## config.mk

```make
export PLATFORM = sky130hd
export DESIGN_NAME = spi_link_top
export DESIGN_NICKNAME = d
export VERILOG_FILES = /design/src/source/spi_link_pkg.sv /design/src/source/spi_decoder.sv /design/src/source/spi_iff.sv /design/src/source/spi_link_top.sv
export SDC_FILE = /design/constraint.sdc
export NUM_CORES = 1
export LEC_CHECK = 0
export BUFFER_PORTS_ARGS = -buffer_cell sky130_fd_sc_hd__buf_2
export CAP_MARGIN = 15
export CORE_ASPECT_RATIO = 0.75
export CORE_MARGIN = 4
export CORE_UTILIZATION = 55
export CTS_CLUSTER_SIZE = 12
export DETAILED_ROUTE_END_ITERATION = 8
export PLACE_DENSITY = 0.84
export SYNTH_ARGS = -nofsm -noshare
export SYNTH_HDL_FRONTEND = slang
export SYNTH_SLANG_ARGS = --single-unit
```

## constraint.sdc

```tcl
create_clock -name clk -period 5.5 [get_ports clk]
set_clock_uncertainty 0.2 [all_clocks]
set_input_delay 0.55 -clock clk [delete_from_list [all_inputs] [get_ports clk]]
set_output_delay 0.55 -clock clk [all_outputs]
set_load 0.01 [all_outputs]
```

## src/source/spi_link_pkg.sv

```systemverilog
// shared widths, opcodes and the interface FSM states; frames are fixed at seven bytes maximum
package spi_link_pkg;

    // one byte as it travels on mosi or miso
    typedef logic [7:0] spi_byte_t;

    // received command, opcode in the top byte, unreceived bytes read as zero
    typedef logic [55:0] cmd_frame_t;

    // number of complete bytes in a frame, 1 to 7
    typedef logic [2:0] byte_count_t;

    // six reply bytes that follow the opcode byte on miso
    typedef logic [47:0] reply_t;

    // rotor position word from the encoder logic
    typedef logic [15:0] rotation_t;

    // driver configuration, bytes 1 to 6 of a config write
    typedef logic [47:0] driver_config_t;

    // opcodes, byte 0 of every transaction
    localparam spi_byte_t op_read_rotation = 8'h01;
    localparam spi_byte_t op_write_config  = 8'h02;
    localparam spi_byte_t op_read_config   = 8'h03;
    localparam spi_byte_t op_write_rgb     = 8'h04;
    localparam spi_byte_t op_read_status   = 8'h05;

    // byte counts that the write rules compare against
    localparam byte_count_t config_len_bytes = 3'd7;
    localparam byte_count_t rgb_min_bytes    = 3'd2;
    localparam byte_count_t max_len_bytes    = 3'd7;

    // interface FSM
    // st_idle   waits for chip select to fall
    // st_shift  shifts bits while chip select is low
    // st_finish one cycle after chip select rises, valid is high here
    typedef enum logic [1:0] {
        st_idle   = 2'd0,
        st_shift  = 2'd1,
        st_finish = 2'd2
    } iff_state_t;

endpackage

```

## src/source/spi_decoder.sv

```systemverilog
// writes need the full length rule; unknown opcodes read as zero and change no register
module spi_decoder (
    input  logic                         clk,
    input  logic                         rst_n,
    // opcode of the running transaction
    input  spi_link_pkg::spi_byte_t      opcode,
    input  logic                         opcode_valid,
    // finished frame
    input  spi_link_pkg::cmd_frame_t     cmd_read,
    input  spi_link_pkg::byte_count_t    cmd_len_bytes,
    input  logic                         valid,
    // live rotor position
    input  spi_link_pkg::rotation_t      rotation_data,
    // reply bytes 1 to 6 for the interface block
    output spi_link_pkg::reply_t         reply,
    // driver state
    output spi_link_pkg::driver_config_t configuration,
    output logic                         new_config_available,
    output logic                         rgb_enable
);

    // opcode byte of the finished frame
    spi_link_pkg::spi_byte_t        frame_opcode;
    // bytes 1 to 6 of the finished frame
    spi_link_pkg::driver_config_t   frame_payload;
    // reply built from the current state
    spi_link_pkg::reply_t           reply_next;

    logic config_write;
    logic rgb_write;

    assign frame_opcode  = cmd_read[55:48];
    assign frame_payload = cmd_read[47:0];

    // reply selection
    always_comb begin
        reply_next = '0;
        case (opcode)
            spi_link_pkg::op_read_rotation: begin
                // rotation word goes out on bytes 1 and 2
                reply_next[47:32] = rotation_data;
            end
            spi_link_pkg::op_read_config: begin
                reply_next = configuration;
            end
            spi_link_pkg::op_read_status: begin
                // bit 0 of byte 1
                reply_next[40] = rgb_enable;
            end
            default: begin
                // write opcodes and unknown ones read back zeros
                reply_next = '0;
            end
        endcase
    end

    // reply is stable from the cycle after opcode_valid until the next one
    always_ff @(posedge clk or negedge rst_n) begin
        if (!rst_n) begin
            reply <= '0;
        end else if (opcode_valid) begin
            reply <= reply_next;
        end
    end

    // config write needs the opcode plus exactly six payload bytes
    assign config_write = valid &&
                          (frame_opcode == spi_link_pkg::op_write_config) &&
                          (cmd_len_bytes == spi_link_pkg::config_len_bytes);

    // rgb write needs at least the flag byte
    assign rgb_write = valid &&
                       (frame_opcode == spi_link_pkg::op_write_rgb) &&
                       (cmd_len_bytes >= spi_link_pkg::rgb_min_bytes);

    // configuration and its strobe
    always_ff @(posedge clk or negedge rst_n) begin
        if (!rst_n) begin
            configuration        <= '0;
            new_config_available <= 1'b0;
        end else begin
            new_config_available <= 1'b0;
            if (config_write) begin
                configuration        <= frame_payload;
                new_config_available <= 1'b1;
            end
        end
    end

    // rgb enable flag
    always_ff @(posedge clk or negedge rst_n) begin
        if (!rst_n) begin
            rgb_enable <= 1'b0;
        end else if (rgb_write) begin
            // bit 0 of byte 1 only, the rest of the byte is ignored
            rgb_enable <= frame_payload[40];
        end
    end

endmodule

```

## src/source/spi_iff.sv

```systemverilog
// SPI mode 0 slave only; sclk high and low phases need at least 4 clk cycles, sync_stages 2 or 3
module spi_iff #(
    parameter int sync_stages = 2
) (
    input  logic                      clk,
    input  logic                      rst_n,
    // SPI pins, asynchronous to clk
    input  logic                      spi_sclk,
    input  logic                      spi_cs_n,
    input  logic                      spi_mosi,
    output logic                      spi_miso,
    // reply bytes 1 to 6 from the decoder
    input  spi_link_pkg::reply_t      reply,
    // first byte of the transaction
    output spi_link_pkg::spi_byte_t   opcode,
    output logic                      opcode_valid,
    // whole frame after chip select rises
    output spi_link_pkg::cmd_frame_t  cmd_read,
    output spi_link_pkg::byte_count_t cmd_len_bytes,
    output logic                      valid
);

    // synchronizer chains, newest sample in bit 0
    logic [sync_stages-1:0] sclk_sync;
    logic [sync_stages-1:0] cs_sync;
    logic [sync_stages-1:0] mosi_sync;

    // previous synchronized levels for edge detection
    logic sclk_prev;
    logic cs_prev;

    logic sclk_q;
    logic cs_q;
    logic mosi_q;
    logic sclk_rise;
    logic sclk_fall;
    logic cs_rise;
    logic cs_fall;

    spi_link_pkg::iff_state_t  state;
    logic [2:0]                bit_cnt;
    spi_link_pkg::byte_count_t byte_cnt;
    // reply must be loaded at the next falling sclk edge
    logic                      reply_pend;

    // datapath
    spi_link_pkg::spi_byte_t   shift_in;
    spi_link_pkg::spi_byte_t   rx_byte;
    spi_link_pkg::cmd_frame_t  frame;
    spi_link_pkg::reply_t      tx_shift;
    logic                      byte_done;

    // all three pins go through the same depth so mosi stays aligned to sclk
    always_ff @(posedge clk or negedge rst_n) begin
        if (!rst_n) begin
            sclk_sync <= '0;
            cs_sync   <= '1;
            mosi_sync <= '0;
            sclk_prev <= 1'b0;
            cs_prev   <= 1'b1;
        end else begin
            sclk_sync <= {sclk_sync[sync_stages-2:0], spi_sclk};
            cs_sync   <= {cs_sync[sync_stages-2:0], spi_cs_n};
            mosi_sync <= {mosi_sync[sync_stages-2:0], spi_mosi};
            sclk_prev <= sclk_q;
            cs_prev   <= cs_q;
        end
    end

    assign sclk_q = sclk_sync[sync_stages-1];
    assign cs_q   = cs_sync[sync_stages-1];
    assign mosi_q = mosi_sync[sync_stages-1];

    assign sclk_rise = sclk_q & ~sclk_prev;
    assign sclk_fall = ~sclk_q & sclk_prev;
    assign cs_rise   = cs_q & ~cs_prev;
    assign cs_fall   = ~cs_q & cs_prev;

    // byte as it stands after the current mosi bit, msb first
    assign rx_byte   = {shift_in[6:0], mosi_q};
    // eighth rising edge of a byte
    assign byte_done = (state == spi_link_pkg::st_shift) && sclk_rise && (bit_cnt == 3'd7);

    // control FSM
    always_ff @(posedge clk or negedge rst_n) begin
        if (!rst_n) begin
            state         <= spi_link_pkg::st_idle;
            bit_cnt       <= '0;
            byte_cnt      <= '0;
            reply_pend    <= 1'b0;
            opcode_valid  <= 1'b0;
            valid         <= 1'b0;
            cmd_len_bytes <= '0;
            spi_miso      <= 1'b0;
        end else begin
            // pulses last one cycle
            opcode_valid <= 1'b0;
            valid        <= 1'b0;
            case (state)
                spi_link_pkg::st_idle: begin
                    if (cs_fall) begin
                        state      <= spi_link_pkg::st_shift;
                        bit_cnt    <= '0;
                        byte_cnt   <= '0;
                        reply_pend <= 1'b0;
                        // byte 0 on miso is all zeros
                        spi_miso   <= 1'b0;
                    end
                end
                spi_link_pkg::st_shift: begin
                    if (cs_rise) begin
                        state <= spi_link_pkg::st_finish;
                        // nothing to report without a complete byte
                        if (byte_cnt != '0) begin
                            valid         <= 1'b1;
                            cmd_len_bytes <= byte_cnt;
                        end
                    end else begin
                        if (sclk_rise) begin
                            bit_cnt <= bit_cnt + 3'd1;
                        end
                        if (byte_done) begin
                            if (byte_cnt == '0) begin
                                opcode_valid <= 1'b1;
                                reply_pend   <= 1'b1;
                            end
                            // extra bytes are shifted but the count saturates
                            if (byte_cnt != spi_link_pkg::max_len_bytes) begin
                                byte_cnt <= byte_cnt + 3'd1;
                            end
                        end
                        if (sclk_fall) begin
                            if (reply_pend) begin
                                reply_pend <= 1'b0;
                                spi_miso   <= reply[47];
                            end else begin
                                spi_miso <= tx_shift[47];
                            end
                        end
                    end
                end
                spi_link_pkg::st_finish: begin
                    state      <= spi_link_pkg::st_idle;
                    bit_cnt    <= '0;
                    byte_cnt   <= '0;
                    reply_pend <= 1'b0;
                    spi_miso   <= 1'b0;
                end
                default: begin
                    state <= spi_link_pkg::st_idle;
                end
            endcase
        end
    end

    // datapath registers follow the FSM events
    always_ff @(posedge clk) begin
        if ((state == spi_link_pkg::st_idle) && cs_fall) begin
            frame    <= '0;
            tx_shift <= '0;
        end else if (state == spi_link_pkg::st_shift) begin
            if (cs_rise) begin
                // frame is held until the next valid
                if (byte_cnt != '0) begin
                    cmd_read <= frame;
                end
            end else begin
                if (sclk_rise) begin
                    shift_in <= rx_byte;
                end
                if (byte_done && (byte_cnt != spi_link_pkg::max_len_bytes)) begin
                    // left aligned, byte 0 lands in the top eight bits
                    frame[8 * (6 - int'(byte_cnt)) +: 8] <= rx_byte;
                end
                if (byte_done && (byte_cnt == '0)) begin
                    opcode <= rx_byte;
                end
                if (sclk_fall) begin
                    // bit 47 goes straight to miso on the load edge
                    if (reply_pend) begin
                        tx_shift <= {reply[46:0], 1'b0};
                    end else begin
                        tx_shift <= {tx_shift[46:0], 1'b0};
                    end
                end
            end
        end
    end

endmodule

```

## src/source/spi_link_top.sv

```systemverilog
// clk and rst_n come from outside; end-of-transaction latency depends on sync_stages
module spi_link_top #(
    parameter int sync_stages = 2
) (
    input  logic                         clk,
    input  logic                         rst_n,
    // SPI slave pins
    input  logic                         spi_sclk,
    input  logic                         spi_cs_n,
    input  logic                         spi_mosi,
    output logic                         spi_miso,
    // rotor position, sampled when a read opcode arrives
    input  spi_link_pkg::rotation_t      rotation_data,
    // driver state
    output spi_link_pkg::driver_config_t configuration,
    output logic                         new_config_available,
    output logic                         rgb_enable
);

    // opcode path, used for the reply
    spi_link_pkg::spi_byte_t   opcode;
    logic                      opcode_valid;
    spi_link_pkg::reply_t      reply;

    // finished frame path, used for writes
    spi_link_pkg::cmd_frame_t  cmd_read;
    spi_link_pkg::byte_count_t cmd_len_bytes;
    logic                      cmd_valid;

    spi_iff #(
        .sync_stages(sync_stages)
    ) spi_iff_i (
        .clk          (clk),
        .rst_n        (rst_n),
        .spi_sclk     (spi_sclk),
        .spi_cs_n     (spi_cs_n),
        .spi_mosi     (spi_mosi),
        .spi_miso     (spi_miso),
        .reply        (reply),
        .opcode       (opcode),
        .opcode_valid (opcode_valid),
        .cmd_read     (cmd_read),
        .cmd_len_bytes(cmd_len_bytes),
        .valid        (cmd_valid)
    );

    spi_decoder spi_decoder_i (
        .clk                 (clk),
        .rst_n               (rst_n),
        .opcode              (opcode),
        .opcode_valid        (opcode_valid),
        .cmd_read            (cmd_read),
        .cmd_len_bytes       (cmd_len_bytes),
        .valid               (cmd_valid),
        .rotation_data       (rotation_data),
        .reply               (reply),
        .configuration       (configuration),
        .new_config_available(new_config_available),
        .rgb_enable          (rgb_enable)
    );

endmodule

```

==> results_dict.tcl, run 1 <==
set metrics [dict create \
    timing.setup.tns_ns 0 \
    die_h_um 133 \
    ys_ff_latch 295 \
    maxSlewHeadroom_pct 27.8 \
    grt_first_pass_wirelength_mm 39.1 \
    arrival_ns 4.42 \
    synth_warnings 0 \
    holdPathStages 3 \
    drc_errors 0 \
    rsz0062_at_grt "false" \
    syn2layout_area_growth_pct 12.9 \
    cts-buffers-inserted 29 \
    rows 45 \
    rr_worst_depth 9 \
    critPathMaxFanout 18 \
    die-area_um2 23200 \
    clk_pin_slew_ns 0.06 \
    diodes 0 \
    finalInstanceArea_um2 12900 \
    grtUsageTotal_pct 20.5 \
    netlist.top_cell.by_area "dfrtp_1" \
    final_antenna_net_count 0 \
    ff2ff_setup_slack_ns 1.33 \
    die_w_um 174 \
    tightest_slew_ns 1.08 \
    clock.fmax_mhz 240 \
    fillCellCount 1516 \
    drv_slew 0 \
    status "finished, final reports clean" \
    reg2reg_from "spi_iff_i.byte_cnt[0]" \
    antenna_found_initial 0 \
    grt_max_degree 95 \
    synth_flop_cell "dfrtp_1" \
    routed_wl_mm 24.0 \
    maxCapViolCount 0 \
    final_nets 1039 \
    overflow 0 \
    hpwl_mm 15.1 \
    syn_inst 953 \
    post_dp_cell_area_um2 12000 \
    drive_gt1_share_pct 17.1 \
    cts_max_path_buffers 3 \
    io_pins 72 \
    p_per_area_nw_per_um2 370 \
    cts_setup_buffers 0 \
    hold_path.startpoint "rotation_data[4]" \
    cts.sinks 295 \
    crit_type "flop to flop" \
    routabilityCongestion 0.902 \
    clock-root-buffer "clkbuf_16" \
    mappedNetlistArea_um2 11400 \
    viasPerCell 5.65 \
    critPathCaptureType "flop" \
    yosysSeqAreaShare_pct 63.3 \
    synth_top_area_share_pct 25.8 \
    vdd_drop_max_v 0.000262 \
    firstDrtPassIters 5 \
    p_leak_nw 5.32 \
    htree_levels 1 \
    yosysMostFrequentCell "dfrtp_1" \
    hold_viol 0 \
    first_iter_violations 639 \
    port_buffers 71 \
    wl_per_cell_um 18.3 \
    worstReg2RegEnd "spi_iff_i.frame[31]" \
    cts_resized 0 \
    slowest_stage "and4_1" \
    cts_tree "built" \
    slowest_delay_ns 0.66 \
    hold_class "input pin to flop" \
    syn-num-nets 984 \
    worstPathCellList "ha_1 > ha_1 > nand3_1 > inv_1 > ha_1 > nor4b_1 > and4_1 > nand4b_1 > mux2i_1" \
    synth-edff-count 71 \
    design.core.area_um2 20300 \
    clk_latency_ns 0.54 \
    min_to "spi_decoder_i.reply[36]" \
    crit_path_frequent_cell "ha_1" \
    finalCritPeriodShare_pct 75.7 \
    critPathRequiredTime_ns 5.75 \
    synth_commonest_cells "dfrtp_1 (118), dfxtp_1 (103), nand2_1 (100)" \
    num_vias 7412 \
    path_buf_inv 1 \
    start_kind "flop" \
    finalSetupViolations 0 \
    initial_core_util_pct 56.2 \
    period_minus_slack_ns 4.17 \
    synth_area_per_cell_um2 12.0 \
    grt_pass1_vias 7308 \
    ys_types 48 \
    synthArstFlopShare_pct 41.0 \
    crit_family "simple AND/OR/NAND/NOR gates" \
    synthTopCellsByArea "dfrtp_1 (26%), edfxtp_1 (19%), dfxtp_1 (18%)" \
]
==> repair_timing <==
item	CTS	global route
setup endpoints to repair	0	0
hold buffers	4	0
endpoints found under the hold margin	49	0
==> cells in the final DEF (no fill, tap or decap), drive strengths merged, types with 4 or more instances in the layout <==
master         n
clkbuf        52
a21oi         18
and4           4
nor2b          5
a22oi         15
nor3           6
nand2b         7
ha            10
nand2        100
nand4         17
buf           80
nand3b         9
inv           57
nor4b          4
edfxtp        71
dfrtp        118
a211oi        46
dlygate4sd3    4
dfxtp        103
nor2          53
o21ai         69
mux2          53
nand3          7
mux2i         92
nor4           4
==> how the worst max path moves through the flow <==
stage | from | endpoint | slack, ns | depth (start not counted)
floorplan | spi_iff_i.byte_cnt[0] | spi_iff_i.cmd_len_bytes[0] | 1.32 | 6
global placement | spi_iff_i.byte_cnt[0] | spi_iff_i.frame[26] | 1.67 | 9
detailed placement | spi_iff_i.byte_cnt[0] | spi_iff_i.frame[24] | 1.45 | 9
CTS | spi_iff_i.byte_cnt[0] | spi_iff_i.frame[31] | 1.41 | 9
global route | spi_iff_i.byte_cnt[0] | spi_iff_i.frame[31] | 0.97 | 9
finish | spi_iff_i.byte_cnt[0] | spi_iff_i.frame[31] | 1.33 | 9
==> final cells by class <==
type	count	area, um^2	area share (%)
repair buffers	84	465	3.61
flip-flops and latches	295	7230	56.0
well taps	282	353	2.74
multi-input cells	542	3760	29.2
inverters	56	210	1.63
clock inverters	2	16.3	0.126
clock buffers	52	862	6.68
==> worst register-to-register path, stage by stage (launching register included) <==
cell,delay [ns]
dfrtp_1,0.48
ha_1,0.25
ha_1,0.35
nand3_1,0.14
inv_1,0.06
ha_1,0.42
nor4b_1,0.54
and4_1,0.66
nand4b_1,0.62
mux2i_1,0.36
==> sequential cells by signal, indices dropped and copies added (netlist names), 3 cells and up <==
register                     cells
spi_iff_i.cmd_read              56
spi_iff_i.opcode                 8
spi_iff_i.frame                 56
spi_iff_i.bit_cnt                3
spi_iff_i.cmd_len_bytes          3
spi_iff_i.tx_shift              47
spi_iff_i.shift_in               7
spi_iff_i.byte_cnt               3
spi_decoder_i.configuration     48
spi_decoder_i.reply             48
==> through the flow <==
step           power (mW)  setup WS, ns  std cells  utilization [%]  hold slack (ns)
2_1_floorplan        2.84          1.32        953                -           0.0544
3_3_place_gp         2.94          1.67       1255             58.9            0.134
3_5_place_dp         2.97          1.45       1255             58.9            0.139
4_1_cts              4.80          1.41       1313             63.4           0.0461
5_1_grt              4.96         0.971       1313             63.4           0.0535
6_report             4.78          1.33       1313             63.4           0.0616
==> kinds of logic (layout without fill, tap and decap cells) <==
kind of cell / Yosys count / in the layout / share of synthesized area (%)
DFF: 295 / 295 / 63.3
and+or+nand+nor: 232 / 232 / 9.80
AOI/OAI and AO/OA: 154 / 154 / 8.43
muxes: 145 / 145 / 13.3
buffers and inverters: 116 / 194 / 4.05
adders and majority gates: 10 / 10 / 1.10
xor gates and xnor gates: 1 / 1 / 0.0767
==> where the power goes <==
part / total (mW) / switching (mW) / internal (mW)
sequential: 2.47 / 0.0934 / 2.38
clock: 1.83 / 0.779 / 1.05
combinational: 0.471 / 0.296 / 0.175
==> metal layers <==
| metal | vias up | GRT usage, % | routed length [um] |
|---|---|---|---|
| met5 | - | 0 | 0 |
| met4 | 0 | 4.79 | 467 |
| met3 | 45 | 3.80 | 1430 |
| met2 | 255 | 32.4 | 11000 |
| met1 | 3637 | 29.9 | 11000 |
| li1 | 3475 | - | - |
Note: power is estimated with default switching activity, not from simulation.
==> run 2, diff against run 1 <==
clock period = 4 ns   (was 5.5 ns; I/O delays follow)
==> run 2 against run 1 <==
  * Sequential cell count unchanged
  * Sequential power increased by 38%
  * Wire length increased by 2.4%
  * Non-clock buffer count increased by 23
  * Clock-buffer cell count decreased by 1
  * Largest power group unchanged
  * Highest routed layer unchanged
==> results_dict.tcl, run 2 (synthesized netlist as in run 1, its figures left out) <==
set metrics [dict create \
    grt_pass1_vias 7499 \
    hpwl_mm 15.2 \
    timing.setup.tns_ns 0 \
    final_nets 1062 \
    p_per_area_nw_per_um2 502 \
    finalCritPeriodShare_pct 93.3 \
    fillCellCount 1411 \
    drv_slew 0 \
    final_antenna_net_count 0 \
    fin_util_pct 64.5 \
    cts_tree "built" \
    die-area_um2 23200 \
    grt_max_degree 95 \
    status "finished, final reports clean" \
    first_iter_violations 645 \
    die_w_um 174 \
    initial_core_util_pct 56.2 \
    p_leak_nw 5.43 \
    period_minus_slack_ns 3.73 \
    cts_resized 0 \
    critPathCaptureType "flop" \
    clock-root-buffer "clkbuf_16" \
    seqCellArea_um2 7230 \
    stdcell_count 1335 \
    syn2layout_area_growth_pct 14.8 \
    io_pins 72 \
    port_buffers 71 \
    hold_class "flop to flop" \
    hold_viol 0 \
    reg_top3 "spi_iff_i.cmd_read x56, spi_iff_i.frame x56" \
    maxCapViolCount 0 \
    cts.sinks 295 \
    antenna_found_initial 0 \
    finalInstanceArea_um2 13100 \
    die_h_um 133 \
    final_common_cell "dfrtp_1" \
    diodes 0 \
    arrival_ns 3.98 \
    viasPerCell 5.69 \
    post_dp_cell_area_um2 12100 \
    power_mw 6.58 \
    routabilityCongestion 0.868 \
    clk_pin_slew_ns 0.06 \
    drive_gt1_share_pct 17.2 \
    grt_first_pass_wirelength_mm 40.1 \
    critPathRequiredTime_ns 4.25 \
    rows 45 \
    clk_latency_ns 0.54 \
    overflow 0 \
    routed_wl_mm 24.5 \
    drc_errors 0 \
    clock.fmax_mhz 268 \
    tightest_slew_ns 0.992 \
    wl_per_cell_um 18.4 \
    dp.cells 1262 \
    firstDrtPassIters 8 \
    maxSlewHeadroom_pct 33.8 \
    vdd_drop_max_v 0.000293 \
    grtUsageTotal_pct 21.2 \
    final_cell_mix "dfrtp_1 (117), dfxtp_1 (103), nand2_1 (100)" \
    multi_input_area_um2 3760 \
    finalSetupViolations 0 \
    start_kind "flop" \
    design.core.area_um2 20300 \
    cts-buffers-inserted 29 \
    num_vias 7595 \
    htree_levels 1 \
    rsz0062_at_grt "false" \
    critPathMaxFanout 14 \
    cts_max_path_buffers 3 \
    crit_type "flop to flop" \
]
==> run 2: cell types whose count changed in the layout (fill, tap and decap cells not counted), sizes merged <==
cell         delta
clkinvlp        -1
clkbuf          -1
inv             +1
dlygate4sd3    +15
buf             +8
==> run 2: layout make-up <==
| class | count | share of cell area (%) |
|---|---|---|
| sequential | 295 | 55.1 |
| multi-input combinational | 542 | 28.7 |
| clock buffer | 51 | 6.48 |
| timing repair buffer | 107 | 5.34 |
| tap | 282 | 2.69 |
| inverter | 56 | 1.60 |
| clock inverter | 2 | 0.134 |
==> run 2: power breakdown <==
part	switching, mW	internal [mW]
Combinational	0.414	0.264
Clock	1.07	1.43
Sequential	0.129	3.27
Total	1.61	4.97
==> run 2: per-layer routing <==
| layer | up-vias | part of all wire (%) | track usage (%) |
|---|---|---|---|
| met1 | 3756 | 45 | 31.3 |
| met5 | - | 0 | 0 |
| met4 | 0 | 2.7 | 5.98 |
| met2 | 263 | 46 | 32.5 |
| li1 | 3522 | - | - |
| met3 | 54 | 6.6 | 3.86 |
==> run 2: final timing paths <==
path                                        start                            endpoint  slack (ns)  cells after the start
setup / recovery            spi_iff_i.byte_cnt[0]                 spi_iff_i.frame[24]        0.27                      9
hold / removal             spi_iff_i.mosi_sync[0]              spi_iff_i.mosi_sync[1]        0.15                      0
setup reg to reg            spi_iff_i.byte_cnt[0]                 spi_iff_i.frame[24]        0.27                      9
hold reg to reg            spi_iff_i.mosi_sync[0]              spi_iff_i.mosi_sync[1]        0.15                      0
max in group asynchronous                   rst_n                spi_iff_i.reply_pend        2.55                      3
min in group asynchronous                   rst_n  spi_decoder_i.new_config_available        0.25                      2
==> run 2: critical path, stage by stage, from the launching register on <==
cell      delay (ns)
dfrtp_1         0.47
ha_1            0.25
ha_1            0.35
nand3_1         0.15
inv_1           0.05
ha_1            0.42
nor4b_1         0.57
and4_1          0.32
nand4b_1        0.49
mux2i_1         0.37
==> run 2: timing repair <==
action | CTS | global route
buffers inserted | 0 | 1
hold buffers | 19 | 0
setup endpoints to repair | 0 | 2
endpoints found under the hold margin | 68 | 0
==> run 2: stage by stage <==
stage          setup slack [ns]  hold WS [ns]
6_report                  0.268         0.148
3_5_place_dp              0.356         0.135
3_3_place_gp              0.458         0.135
5_1_grt                  0.0510         0.153
2_1_floorplan             0.774       -0.0956
4_1_cts                   0.201         0.148
